===== config.mk =====
export PLATFORM = sky130hd
export DESIGN_NAME = pu_slave_spi
export DESIGN_NICKNAME = d
export VERILOG_FILES = /design/src/rtl/pu_slave_spi_pkg.sv /design/src/rtl/byte_to_word_assembler.sv /design/src/rtl/pu_slave_spi.sv /design/src/rtl/spi_byte_shifter.sv /design/src/rtl/spi_line_filter.sv /design/src/rtl/word_fifo.sv /design/src/rtl/word_to_byte_splitter.sv
export VERILOG_INCLUDE_DIRS = /design/src /design/src/rtl
export SDC_FILE = /design/constraint.sdc
export NUM_CORES = 1
export LEC_CHECK = 0
export ABC_AREA = 0
export BUFFER_PORTS_ARGS = -buffer_cell sky130_fd_sc_hd__buf_4
export CAP_MARGIN = 20
export CORE_MARGIN = 4
export CORE_UTILIZATION = 40
export CTS_CLUSTER_SIZE = 8
export DETAILED_ROUTE_END_ITERATION = 10
export HOLD_SLACK_MARGIN = 0.12
export PLACE_DENSITY_LB_ADDON = 0.08
export SLEW_MARGIN = 10
export SYNTH_ARGS = -nofsm -noshare
export SYNTH_HDL_FRONTEND = slang
export SYNTH_SLANG_ARGS = --single-unit

===== constraint.sdc =====
create_clock -name clk -period 7.2 [get_ports clk]
set_input_delay 1.44 -clock clk [delete_from_list [all_inputs] [get_ports clk]]
set_output_delay 1.44 -clock clk [all_outputs]
set_load 0.03 [all_outputs]

===== src/rtl/pu_slave_spi_params.svh =====
`ifndef PU_SLAVE_SPI_PARAMS_SVH
`define PU_SLAVE_SPI_PARAMS_SVH

// processor word and spi byte
`define PU_DATA_WIDTH 32
`define PU_SPI_BYTE_WIDTH 8

// words held by each bank
`define PU_BUF_DEPTH 6

// stable clocks before a line level is accepted
`define PU_FILTER_LEN 4

`define PU_BYTES_PER_WORD (`PU_DATA_WIDTH / `PU_SPI_BYTE_WIDTH)

`endif


===== src/rtl/pu_slave_spi_pkg.sv =====
`include "pu_slave_spi_params.svh"

package pu_slave_spi_pkg;

    typedef logic [`PU_DATA_WIDTH-1:0] word_t;
    typedef logic [`PU_SPI_BYTE_WIDTH-1:0] spi_byte_t;
    typedef logic [$clog2(`PU_BYTES_PER_WORD)-1:0] byte_idx_t;
    typedef logic [$clog2(`PU_BUF_DEPTH+1)-1:0] fifo_cnt_t;

    // bank owned by the processor side
    typedef logic bank_sel_t;

    typedef enum logic [1:0] {
        idle,
        shifting,
        done_byte
    } shifter_state_t;

    // filtered spi pins
    typedef struct packed {
        logic cs;
        logic sclk;
        logic mosi;
    } spi_lines_t;

    typedef struct packed {
        spi_byte_t data;
        logic      valid;
    } rx_byte_t;

endpackage


===== src/rtl/byte_to_word_assembler.sv =====
`timescale 1ns/1ps
`include "pu_slave_spi_params.svh"

module byte_to_word_assembler (
    input  logic                       clk,
    input  logic                       rst,
    input  pu_slave_spi_pkg::rx_byte_t rx,
    output logic                       push,
    output pu_slave_spi_pkg::word_t    word
);
    import pu_slave_spi_pkg::*;

    localparam byte_idx_t last_idx = byte_idx_t'(`PU_BYTES_PER_WORD - 1);

    byte_idx_t byte_cnt;
    word_t     acc;

    // acc is complete during the push cycle
    assign word = acc;

    always_ff @(posedge clk) begin
        if (rst) begin
            byte_cnt <= '0;
            push     <= 1'b0;
        end else begin
            push <= 1'b0;
            if (rx.valid) begin
                if (byte_cnt == last_idx) begin
                    byte_cnt <= '0;
                    push     <= 1'b1;
                end else begin
                    byte_cnt <= byte_cnt + 1'b1;
                end
            end
        end
    end

    // first byte ends up in the top of the word
    always_ff @(posedge clk) begin
        if (rx.valid) begin
            acc <= {acc[`PU_DATA_WIDTH-`PU_SPI_BYTE_WIDTH-1:0], rx.data};
        end
    end

endmodule


===== src/rtl/pu_slave_spi.sv =====
`timescale 1ns/1ps
`include "pu_slave_spi_params.svh"

module pu_slave_spi (
    input  logic                    clk,
    input  logic                    rst,
    input  logic                    signal_cycle,
    input  logic                    signal_wr,
    input  pu_slave_spi_pkg::word_t data_in,
    input  logic                    signal_oe,
    output pu_slave_spi_pkg::word_t data_out,
    output logic                    flag_stop,
    input  logic                    cs,
    input  logic                    sclk,
    input  logic                    mosi,
    output logic                    miso
);
    import pu_slave_spi_pkg::*;

    spi_lines_t lines;
    rx_byte_t   rx;
    spi_byte_t  tx_byte;
    bank_sel_t  bank_sel;
    logic       cs_d;
    logic       swap;
    logic       stop_rst;
    logic       byte_taken;
    logic       split_pop;
    logic       asm_push;
    word_t      asm_word;
    word_t      send_head [2];
    word_t      recv_head [2];

    //////////////////////////////
    // pin filters and bit engine

    spi_line_filter #(.reset_level(1'b1)) cs_filter (
        .clk(clk), .rst(rst), .raw(cs), .clean(lines.cs)
    );
    spi_line_filter #(.reset_level(1'b0)) sclk_filter (
        .clk(clk), .rst(rst), .raw(sclk), .clean(lines.sclk)
    );
    spi_line_filter #(.reset_level(1'b0)) mosi_filter (
        .clk(clk), .rst(rst), .raw(mosi), .clean(lines.mosi)
    );

    spi_byte_shifter shifter (
        .clk(clk), .rst(rst), .lines(lines), .tx_byte(tx_byte),
        .byte_taken(byte_taken), .rx(rx), .miso(miso)
    );

    // partial words are dropped at the end of a transaction
    assign stop_rst = rst | flag_stop;

    word_to_byte_splitter splitter (
        .clk(clk), .rst(stop_rst), .head_word(send_head[~bank_sel]),
        .byte_taken(byte_taken), .tx_byte(tx_byte), .pop(split_pop)
    );

    byte_to_word_assembler assembler (
        .clk(clk), .rst(stop_rst), .rx(rx), .push(asm_push), .word(asm_word)
    );

    //////////////////////////////
    // banks

    for (genvar i = 0; i < 2; i++) begin : g_bank
        localparam bank_sel_t own = bank_sel_t'(i);

        // processor fills send bank b, spi drains the other one
        word_fifo send_fifo (
            .clk(clk), .rst(rst),
            .clear((swap | flag_stop) & (bank_sel != own)),
            .push(signal_wr & (bank_sel == own)), .push_word(data_in),
            .pop(split_pop & (bank_sel != own)),
            .head(send_head[i]), .count()
        );

        // spi fills receive bank not-b, processor reads bank b
        word_fifo recv_fifo (
            .clk(clk), .rst(rst),
            .clear(swap & (bank_sel == own)),
            .push(asm_push & (bank_sel != own)), .push_word(asm_word),
            .pop(signal_oe & (bank_sel == own)),
            .head(recv_head[i]), .count()
        );
    end

    //////////////////////////////
    // swap and stop control

    // swap only while the master is idle
    assign swap = signal_cycle & lines.cs;

    always_ff @(posedge clk) begin
        if (rst) begin
            bank_sel  <= 1'b0;
            cs_d      <= 1'b1;
            flag_stop <= 1'b0;
        end else begin
            cs_d      <= lines.cs;
            flag_stop <= lines.cs & ~cs_d;
            if (swap) begin
                bank_sel <= ~bank_sel;
            end
        end
    end

    assign data_out = signal_oe ? recv_head[bank_sel] : '0;

endmodule


===== src/rtl/spi_byte_shifter.sv =====
`timescale 1ns/1ps
`include "pu_slave_spi_params.svh"

module spi_byte_shifter (
    input  logic                         clk,
    input  logic                         rst,
    input  pu_slave_spi_pkg::spi_lines_t lines,
    input  pu_slave_spi_pkg::spi_byte_t  tx_byte,
    output logic                         byte_taken,
    output pu_slave_spi_pkg::rx_byte_t   rx,
    output logic                         miso
);
    import pu_slave_spi_pkg::*;

    localparam int bit_w = $clog2(`PU_SPI_BYTE_WIDTH);
    localparam logic [bit_w-1:0] last_bit = bit_w'(`PU_SPI_BYTE_WIDTH - 1);

    shifter_state_t   state;
    logic             sclk_d;
    logic             sclk_rise;
    logic             sclk_fall;
    logic             load;
    logic             rx_valid;
    logic [bit_w-1:0] bit_cnt;
    spi_byte_t        tx_sr;
    spi_byte_t        rx_sr;

    assign sclk_rise = lines.sclk & ~sclk_d;
    assign sclk_fall = ~lines.sclk & sclk_d;

    // new byte on cs fall and on the falling edge after each full byte
    assign load = ~lines.cs & ((state == idle) | ((state == done_byte) & sclk_fall));

    assign miso     = (state != idle) & tx_sr[`PU_SPI_BYTE_WIDTH-1];
    assign rx.data  = rx_sr;
    assign rx.valid = rx_valid;

    //////////////////////////////
    // control

    always_ff @(posedge clk) begin
        if (rst) begin
            state      <= idle;
            sclk_d     <= 1'b0;
            bit_cnt    <= '0;
            byte_taken <= 1'b0;
            rx_valid   <= 1'b0;
        end else begin
            sclk_d     <= lines.sclk;
            byte_taken <= load;
            rx_valid   <= 1'b0;
            if (lines.cs) begin
                state <= idle;
            end else if (load) begin
                state   <= shifting;
                bit_cnt <= '0;
            end else if (state == shifting && sclk_rise) begin
                bit_cnt <= bit_cnt + 1'b1;
                if (bit_cnt == last_bit) begin
                    state    <= done_byte;
                    rx_valid <= 1'b1;
                end
            end
        end
    end

    //////////////////////////////
    // shift registers

    always_ff @(posedge clk) begin
        if (load) begin
            tx_sr <= tx_byte;
        end else if (state == shifting && sclk_fall) begin
            tx_sr <= tx_sr << 1;
        end
        // msb first, mosi sampled on rising sclk
        if (state == shifting && sclk_rise) begin
            rx_sr <= {rx_sr[`PU_SPI_BYTE_WIDTH-2:0], lines.mosi};
        end
    end

endmodule


===== src/rtl/spi_line_filter.sv =====
`timescale 1ns/1ps
`include "pu_slave_spi_params.svh"

module spi_line_filter #(
    parameter logic reset_level = 1'b1
) (
    input  logic clk,
    input  logic rst,
    input  logic raw,
    output logic clean
);
    import pu_slave_spi_pkg::*;

    localparam int cnt_w = $clog2(`PU_FILTER_LEN + 1);
    localparam logic [cnt_w-1:0] cnt_full = cnt_w'(`PU_FILTER_LEN);

    logic [cnt_w-1:0] diff_cnt;

    always_ff @(posedge clk) begin
        if (rst) begin
            clean    <= reset_level;
            diff_cnt <= '0;
        end else if (raw == clean) begin
            // any agreement restarts the count
            diff_cnt <= '0;
        end else if (diff_cnt == cnt_full) begin
            clean    <= raw;
            diff_cnt <= '0;
        end else begin
            diff_cnt <= diff_cnt + 1'b1;
        end
    end

endmodule


===== src/rtl/word_fifo.sv =====
`timescale 1ns/1ps
`include "pu_slave_spi_params.svh"

module word_fifo (
    input  logic                        clk,
    input  logic                        rst,
    input  logic                        clear,
    input  logic                        push,
    input  pu_slave_spi_pkg::word_t     push_word,
    input  logic                        pop,
    output pu_slave_spi_pkg::word_t     head,
    output pu_slave_spi_pkg::fifo_cnt_t count
);
    import pu_slave_spi_pkg::*;

    localparam int ptr_w = $clog2(`PU_BUF_DEPTH);
    localparam logic [ptr_w-1:0] last_slot = ptr_w'(`PU_BUF_DEPTH - 1);
    localparam fifo_cnt_t full_cnt = fifo_cnt_t'(`PU_BUF_DEPTH);

    word_t            mem [`PU_BUF_DEPTH];
    logic [ptr_w-1:0] wr_ptr;
    logic [ptr_w-1:0] rd_ptr;
    logic             do_push;
    logic             do_pop;

    // overflow and underflow are silently dropped
    assign do_push = push & (count != full_cnt);
    assign do_pop  = pop & (count != '0);
    assign head    = (count == '0) ? '0 : mem[rd_ptr];

    always_ff @(posedge clk) begin
        if (do_push) begin
            mem[wr_ptr] <= push_word;
        end
    end

    always_ff @(posedge clk) begin
        if (rst || clear) begin
            wr_ptr <= '0;
            rd_ptr <= '0;
            count  <= '0;
        end else begin
            if (do_push) begin
                wr_ptr <= (wr_ptr == last_slot) ? '0 : wr_ptr + 1'b1;
            end
            if (do_pop) begin
                rd_ptr <= (rd_ptr == last_slot) ? '0 : rd_ptr + 1'b1;
            end
            count <= count + fifo_cnt_t'(do_push) - fifo_cnt_t'(do_pop);
        end
    end

endmodule


===== src/rtl/word_to_byte_splitter.sv =====
`timescale 1ns/1ps
`include "pu_slave_spi_params.svh"

module word_to_byte_splitter (
    input  logic                        clk,
    input  logic                        rst,
    input  pu_slave_spi_pkg::word_t     head_word,
    input  logic                        byte_taken,
    output pu_slave_spi_pkg::spi_byte_t tx_byte,
    output logic                        pop
);
    import pu_slave_spi_pkg::*;

    localparam byte_idx_t last_idx = byte_idx_t'(`PU_BYTES_PER_WORD - 1);

    byte_idx_t byte_idx;
    byte_idx_t byte_pos;
    logic      last_byte;

    // index 0 picks the most significant byte
    assign byte_pos  = last_idx - byte_idx;
    assign tx_byte   = head_word[byte_pos * `PU_SPI_BYTE_WIDTH +: `PU_SPI_BYTE_WIDTH];
    assign last_byte = (byte_idx == last_idx);

    // word fully handed to the shifter
    assign pop = byte_taken & last_byte;

    always_ff @(posedge clk) begin
        if (rst) begin
            byte_idx <= '0;
        end else if (byte_taken) begin
            if (last_byte) begin
                byte_idx <= '0;
            end else begin
                byte_idx <= byte_idx + 1'b1;
            end
        end
    end

endmodule


Word level (Yosys, flattened, before mapping)
Memories as Yosys holds them, arrays and structs flattened. A register that Yosys moved wholly into a read port is not among the register bits.
Index checks and enable logic that the tools add are counted.
W data, S select, Z words.
- output and inout bits: 34
- ROM bits: 0
- memories kept: 4
- bits in writable memories: 768
- latch bits: 0
- register bits: 112
- word-level logic and storage cells: 207
- reductions and logical operators: 32
- eq/ne operators: 23
- $add $sub $neg: 23
- multiplexer cells: 46
- div/mod/pow operators: 0
- bitwise gates (word level): 43
- order comparisons: 2
- shifts and indexed selects: 1
- multiply operators: 0
- memories (memory ; words ; bits a word ; read ports ; clocked after memory_dff ; wr ports ; RTL line ; text):
    g_bank[0].recv_fifo.mem ; 6 ; 32 ; 1 ; 1 ; 1 ; word_fifo.sv:20 ; word_t mem [`PU_BUF_DEPTH];
    g_bank[0].send_fifo.mem ; 6 ; 32 ; 1 ; 1 ; 1 ; word_fifo.sv:20 ;
    g_bank[1].recv_fifo.mem ; 6 ; 32 ; 1 ; 1 ; 1 ; word_fifo.sv:20 ;
    g_bank[1].send_fifo.mem ; 6 ; 32 ; 1 ; 1 ; 1 ; word_fifo.sv:20 ;
- operators with widths (operator ; count):
    $mux W32 ; 11
    $mux W3 ; 18
    $add A3 B1 Y3 const B ; 12
    $eq A3 B3 Y1 const B ; 12
    $shiftx A32 B6 Y8 ; 1
    $and A1 B1 Y1 ; 28
    $mux W8 ; 2
    $mux W1 ; 13
    $add A3 B1 Y3 ; 4
    $logic_not A3 Y1 ; 4
    $ne A3 B3 Y1 const B ; 4
    $reduce_and A2 Y1 ; 6
    $reduce_bool A3 Y1 ; 4
    $reduce_or A3 Y1 ; 4
    $sub A3 B1 Y3 ; 4
    $not A1 Y1 ; 10
    $reduce_bool A2 Y1 ; 4
    $eq A2 B2 Y1 const B ; 3
    $add A2 B1 Y2 const B ; 2
    $ge A2 B2 Y1 const B ; 2
    $logic_or A1 B1 Y1 ; 4
    $mux W2 ; 2
    $not A1 Y2 ; 2
    $reduce_or A2 Y1 ; 2
    other kinds (7) ; 12

Logic depth before layout (Yosys ltp)
Gate-level depths: netlist of run 1.
- depth after elaboration: 7
- mapped depth: 10
- gate-level depth less buffers: 10

Hierarchy
Synthesis of run 1 repeated with hierarchy kept, for this count alone.
- cell total of the unflattened synthesis: 2223
- area, all modules: 35057.4 um^2
- by module, submodules not included (module ; area each (um^2) ; seq. area each (um^2) ; times used ; cells each):
    word_fifo ; 7742.4 ; 6005.8 ; 4 ; 479
    pu_slave_spi ; 1178.6 ; 60.1 ; 1 ; 131
    byte_to_word_assembler ; 1076.0 ; 1021.0 ; 1 ; 42
    spi_byte_shifter ; 968.4 ; 640.6 ; 1 ; 62
    spi_line_filter (mosi_filter ...) ; 190.2 ; 80.1 ; 2 ; 18
    word_to_byte_splitter ; 294.0 ; 40.0 ; 1 ; 19
    spi_line_filter (cs_filter) ; 190.2 ; 80.1 ; 1 ; 17

Least setup slack after synthesis of run 1
Ideal clock, no wire load.
- kind: input to register
- from: input signal_wr
- to: memory g_bank[1].send_fifo.mem[0][0] in the netlist's numbering, enable pin
- setup slack: 1797 ps
- stages: 3
- library setup time: 502 ps
- data arrival time: 4901 ps
- path through: inv_1 a311o_1 nor4_1
- longest elaborated chain between the ends: 4
- ends and longest elaborated chain (what ; RTL line ; text):
    from (decl) ; pu_slave_spi.sv:8 ; input logic signal_wr,
    $and A1 B1 Y1 ; pu_slave_spi.sv:74 ; .push(signal_wr & (bank_sel == own)), .push_word(data_in),
    $and A1 B1 Y1 ; word_fifo.sv:27 ; assign do_push = push & (count != full_cnt);
    $mux W1 ; word_fifo.sv:32 ; if (do_push) begin
    $mux W1 (implied by the code) ; word_fifo.sv:33 ; mem[wr_ptr] <= push_word;
    to (decl) ; word_fifo.sv:20 ;
No other way between the ends.

==> results.cfg, run 1 <==
[outcome]
status = completed

[synth]
yosysSeqAreaShare_pct = 76.0
synth_top_area_cell = edfxtp_1
syn_area_um2 = 34200
synth.distinct_cells = 67
synth.avg_cell_area_um2 = 18.6
synth_top_area_share_pct = 71.6
yosysWarnings = 0
syn-num-nets = 1896
synth_flop_cell = edfxtp_1
synthTopCellsByArea = edfxtp_1 72%, mux4_2 8.9%, dfxtp_1 4.4%
async_flop_share_pct = 0
synth_seq_cells = 892
synth_edf_count = 816
syn_inst = 1838

[clock_tree]
postCtsSetupBuffers = 0
numCtsBuffers = 121
cts_resized = 0
hold_buffers = 0
cts_tree = yes
clock_path_buffers = 3
cts_max_level = 3
cts_sinks = 892
clk_pin_slew_ns = 0.05
clk_latency_ns = 0.67
root_buffer = clkbuf_16

[sta]
clock_skew_ns = 0.0231
tightest_slew_ns = 1.10
holdWs_ns = 0.385
rsz0062_at_grt = no
fin_setup_tns_ns = 0
period_minus_slack_ns = 4.72
slew_headroom_pct = 26.9
drv_slew = 0
max_freq_mhz = 212
finalCritPeriodShare_pct = 65.6
setup_viol = 0
hold_viol_final = 0

[finish]
nFillCells = 7260
syn2layout_area_growth_pct = 16.0
fin_cells = 3188
layout-drive-gt1-share_pct = 22.0
nNetsFinal = 2047
finish.instance_area_um2 = 39700

[placed_design]
dpl_cell_area_um2 = 36300
hpwl_um = 42500
dp.cells = 3007
place_congestion = 0.730
port_buffers = 73

[worst_setup_path]
cp_cell_sequence = buf_4, mux4_2, o21ai_0, o22ai_1, buf_4
path_max_fanout = 45
cp_slowest_cell = dfxtp_4
path_common_cell = buf_4
crit_arrival_ns = 3.28
crit_required_ns = 5.76
end_kind = output port
cp_slowest_stage_delay_ns = 0.95
start_kind = register
worstSetupPathType = reg -> out

[pwr]
power_density_nw_per_um2 = 277
ir_drop_uv = 211
p_leak_nw = 12.4
total_power_w = 0.0110

[route]
first_iter_violations = 1001
postRouteAntennaNets = 0
wl_per_cell_um = 24.1
routed_via_density = 5.29
wirelength_um = 76700
vias = 16900
drtPass1Iterations = 5
drcViolationCount = 0

[global_route]
grt_pass1_wl_um = 115000
grt_max_degree = 65
antenna_found_initial = 2
grtUsageTotal_pct = 17.2
overflow = 0
grt_pass1_vias = 17900

[die]
start_util_pct = 40.3
die_area_um2 = 90300
core-area_um2 = 85000
fp.dieW_um = 301
die_h_um = 301
ios = 74
rows = 107

[hold_path]
hp-start = cs_d
hp-class = reg -> reg

[run]
cap_viol_max_count = 0
-- area by class of cell --
type	count	area [µm²]	area share, %
Sequential cell	892	26100	65.6
Multi-Input combinational cell	824	7820	19.7
Clock buffer	170	3230	8.14
Tap cell	1144	1430	3.60
Timing Repair Buffer	114	896	2.26
Clock inverter	7	148	0.372
Inverter	36	135	0.340
Antenna cell	1	2.50	0.00630
-- synthesized netlist by cell type (3+ instances only) --
cell type,instances
edfxtp_1,816
mux4_2,135
nand2_1,116
mux2i_1,100
nor2_1,77
dfxtp_1,76
o21ai_0,74
clkbuf_1,38
o22ai_1,38
inv_1,31
a21oi_1,28
mux2_2,26
mux2_1,24
nor3_1,24
buf_2,22
and3_1,18
xnor2_1,16
buf_1,15
ha_1,14
nand2b_1,12
a211oi_1,10
nand3_1,10
o211ai_1,8
and2_1,7
buf_6,7
a22oi_1,5
nor2b_1,5
o21ai_1,5
or3_1,5
xor2_1,5
buf_4,4
fa_1,4
inv_2,4
nor3b_1,4
o21bai_1,4
a211o_1,3
a21o_1,3
nand4_1,3
nor4_1,3
o211a_1,3
or4_1,3
-- flip-flops by register name (all words and copies together) (netlist names), 3 cells and up, named ones only --
name and count:
shifter.rx_sr 8, g_bank.send_fifo.rd_ptr 6, shifter.tx_sr 8, g_bank.recv_fifo.wr_ptr 6, shifter.bit_cnt 3, sclk_filter.diff_cnt 3, g_bank.recv_fifo.mem 384, cs_filter.diff_cnt 3
mosi_filter.diff_cnt 3, g_bank.send_fifo.mem 384, g_bank.send_fifo.count 6, g_bank.send_fifo.wr_ptr 6, assembler.word 32, g_bank.recv_fifo.count 6, g_bank.recv_fifo.rd_ptr 6
-- cell usage in the layout, fill, tap and decap left out, types with 9 or more instances in the layout --
master	Yosys	routed
clkbuf_1	38	48
nand3_1	10	10
a21oi_1	28	28
nor3_1	24	20
o22ai_1	38	38
a211oi_1	10	9
mux2_2	26	26
dfxtp_1	76	64
o21ai_0	74	74
mux2_1	24	24
inv_1	31	27
clkbuf_16	0	122
nand2b_1	12	12
nand2_1	116	116
nor2_1	77	67
and3_1	18	16
mux4_2	135	135
ha_1	14	14
xnor2_1	16	16
edfxtp_1	816	816
mux2i_1	100	100
nor2_4	0	10
buf_4	4	111
-- worst max-delay path, delay by kind of cell (launching register included) --
kind / cells / cell delay (ns)
flops: 1 / 0.95
buf+inv: 2 / 0.69
compound gates: 2 / 0.42
mux: 1 / 0.54
-- where the power goes --
group          switching (W)  internal (W)
Combinational       0.000116     0.0000733
Sequential         0.0000184       0.00566
Clock                0.00203       0.00310
-- kinds of logic after synthesis --
family,share of synthesized area (%)
simple gates,3.95
compound gates,3.68
mux,13.4
fa+ha+maj,0.746
xor+xnor,0.537
flops,76.0
buf+inv,1.62
-- per-stage QoR --
| step | setup WS (ns) | utilization, % |
|---|---|---|
| floorplan | 1.80 | - |
| global placement | 2.99 | 42.7 |
| detailed placement | 3.06 | 42.7 |
| CTS | 2.33 | 46.7 |
| global route | 2.22 | 46.7 |
| finish | 2.48 | 46.7 |
-- path summary, 6_finish.rpt --
path	to	cells after the start	slack, ns
hold / removal	flag_stop	1	0.38
setup reg to reg	shifter.tx_sr[2]	5	4.15
hold reg to reg	flag_stop	1	0.38
setup / recovery	data_out[10]	5	2.48
-- metal layers --
| metal | up-vias | routed length (µm) | GRT usage [%] |
|---|---|---|---|
| met5 | - | 13 | 0 |
| met4 | 2 | 2030 | 5.20 |
| met3 | 136 | 2660 | 3.08 |
| met2 | 273 | 40800 | 31.0 |
| met1 | 8847 | 31200 | 21.0 |
| li1 | 7599 | - | - |
Power figures use the tool's default switching activity.
==> run 2: changes to the inputs <==
==> constraint.sdc (replaced) <==
create_clock -name clk -period 3.9 [get_ports clk]
set_input_delay 0.78 -clock clk [delete_from_list [all_inputs] [get_ports clk]]
set_output_delay 0.78 -clock clk [all_outputs]
set_load 0.03 [all_outputs]
==> run 2 against run 1 <==
Against the previous run:
- critical path depth did not move
- critical endpoint is now data_out[22]
- sequential share of layout area fell by 0.46 points
- critical path type unchanged
- die area did not move
- final cell count rose by 0.75%
==> results.cfg, run 2 (synthesis results as in run 1) <==
[outcome]
status = completed

[finish]
layout-drive-gt1-share_pct = 22.8
nFillCells = 7240
fin_cells = 3212
nNetsFinal = 2070
final_cell_mix = 816 x edfxtp_1, 135 x mux4_2, 129 x buf_4
layout_commonest_cell = edfxtp_1
syn2layout_area_growth_pct = 16.8

[worst_setup_path]
end_kind = output port
crit_required_ns = 3.12
worstSetupPathType = reg -> out
r2r-start = bank_sel
crit_arrival_ns = 2.84
path_max_fanout = 25
start_kind = register

[placed_design]
dp.cells = 3033
port_buffers = 73
place_congestion = 0.742
hpwl_um = 46800

[die]
die_area_um2 = 90300
ios = 74
rows = 107
fp.dieW_um = 301
core-area_um2 = 85000
start_util_pct = 40.3
die_h_um = 301

[pwr]
power_density_nw_per_um2 = 507
p_comb_share_pct = 1.8
swShare_pct = 20.0
total_power_w = 0.0203
power_frac_seq_pct = 51.7
clock_power_share_pct = 46.5
ir_drop_uv = 379
p_leak_nw = 12.6
intPower_w = 0.0162
p_switching_w = 0.00406

[sta]
rsz0062_at_grt = no
clock_skew_ns = 0.0358
slew_headroom_pct = 27.0
tightest_slew_ns = 1.10
period_minus_slack_ns = 3.62
max_freq_mhz = 276
drv_slew = 0
setup_viol = 0
hold_viol_final = 0
holdWs_ns = 0.363
finalCritPeriodShare_pct = 92.9
fin_setup_tns_ns = 0

[global_route]
grt_pass1_wl_um = 120000
overflow = 0
use_met3_pct = 2.70
grtUsageTotal_pct = 17.8
grt_pass1_vias = 18200
antenna_found_initial = 1
met2_usage_pct = 32.3
top_usage_layer = met2
gr-usage-met1_pct = 22.4
grt_max_degree = 41

[clock_tree]
cts_max_level = 3
numCtsBuffers = 121
postCtsSetupBuffers = 0
root_buffer = clkbuf_16
clock_path_buffers = 3
cts_tree = yes
clk_pin_slew_ns = 0.05
clk_latency_ns = 0.67
cts_resized = 0
cts_sinks = 892
hold_buffers = 0

[route]
wl_per_cell_um = 24.9
postRouteAntennaNets = 0
first_iter_violations = 1023
drtPass1Iterations = 5
routed_via_density = 5.32
vias = 17100
wirelength_um = 80000
drcViolationCount = 0

[run]
cap_viol_max_count = 0

[hold_path]
hp-class = reg -> reg
hp-start = cs_d
[run 2: changes by cell type in the layout (fill, tap and decap cells not counted), sizes merged]
| cell | previous run | this run |
|---|---|---|
| inv | 38 | 35 |
| bufinv | 1 | 0 |
| buf | 114 | 137 |
| clkinv | 4 | 9 |
[run 2: per-layer routing]
metal / vias up / wire [µm]
li1: 7653 / -
met1: 8983 / 33400
met2: 309 / 42100
met3: 128 / 2520
met4: 0 / 1960
met5: - / 0
[run 2: area by class of cell]
cell class,instances,area [µm²],share of cell area [%]
Antenna cell,1,2.50,0.00626
Inverter,36,135,0.338
Clock inverter,8,180,0.450
Timing Repair Buffer,137,1130,2.82
Multi-Input combinational cell,824,7860,19.7
Sequential cell,892,26100,65.1
Clock buffer,170,3210,8.03
Tap cell,1144,1430,3.58
[run 2: worst max-delay path, cell delays in order (launching register included)]
cell and delay, ns:
dfxtp_4 0.63, buf_12 0.30, mux4_2 0.53, o21ai_0 0.23
o22ai_1 0.22, buf_4 0.25
[run 2: through the flow]
step	util [%]	setup slack (ns)	cell area, µm²
after floorplan	-	0.254	34300
after global placement	43.1	0.819	36600
after detailed placement	43.1	0.815	36600
after CTS	47.0	0.220	40000
after global routing	47.0	0.118	40000
final	47.1	0.278	40000
[run 2: path summary, 6_finish.rpt]
kind                                     to  slack, ns  cells after the start
min reg2reg                       flag_stop       0.36                      1
max reg2reg  g_bank[1].send_fifo.mem[1][22]       1.06                      7
min                               flag_stop       0.36                      1
max                            data_out[22]       0.28                      5
[run 2: power by group through the flow]
stage | logic, W | clock network, W | registers, W
3_3_place_gp | 0.000364 | 0 | 0.0107
3_5_place_dp | 0.000371 | 0 | 0.0107
6_report | 0.000363 | 0.00943 | 0.0105
2_1_floorplan | 0.000191 | 0 | 0.0107
5_1_grt | 0.000399 | 0.0101 | 0.0105
4_1_cts | 0.000372 | 0.00969 | 0.0105
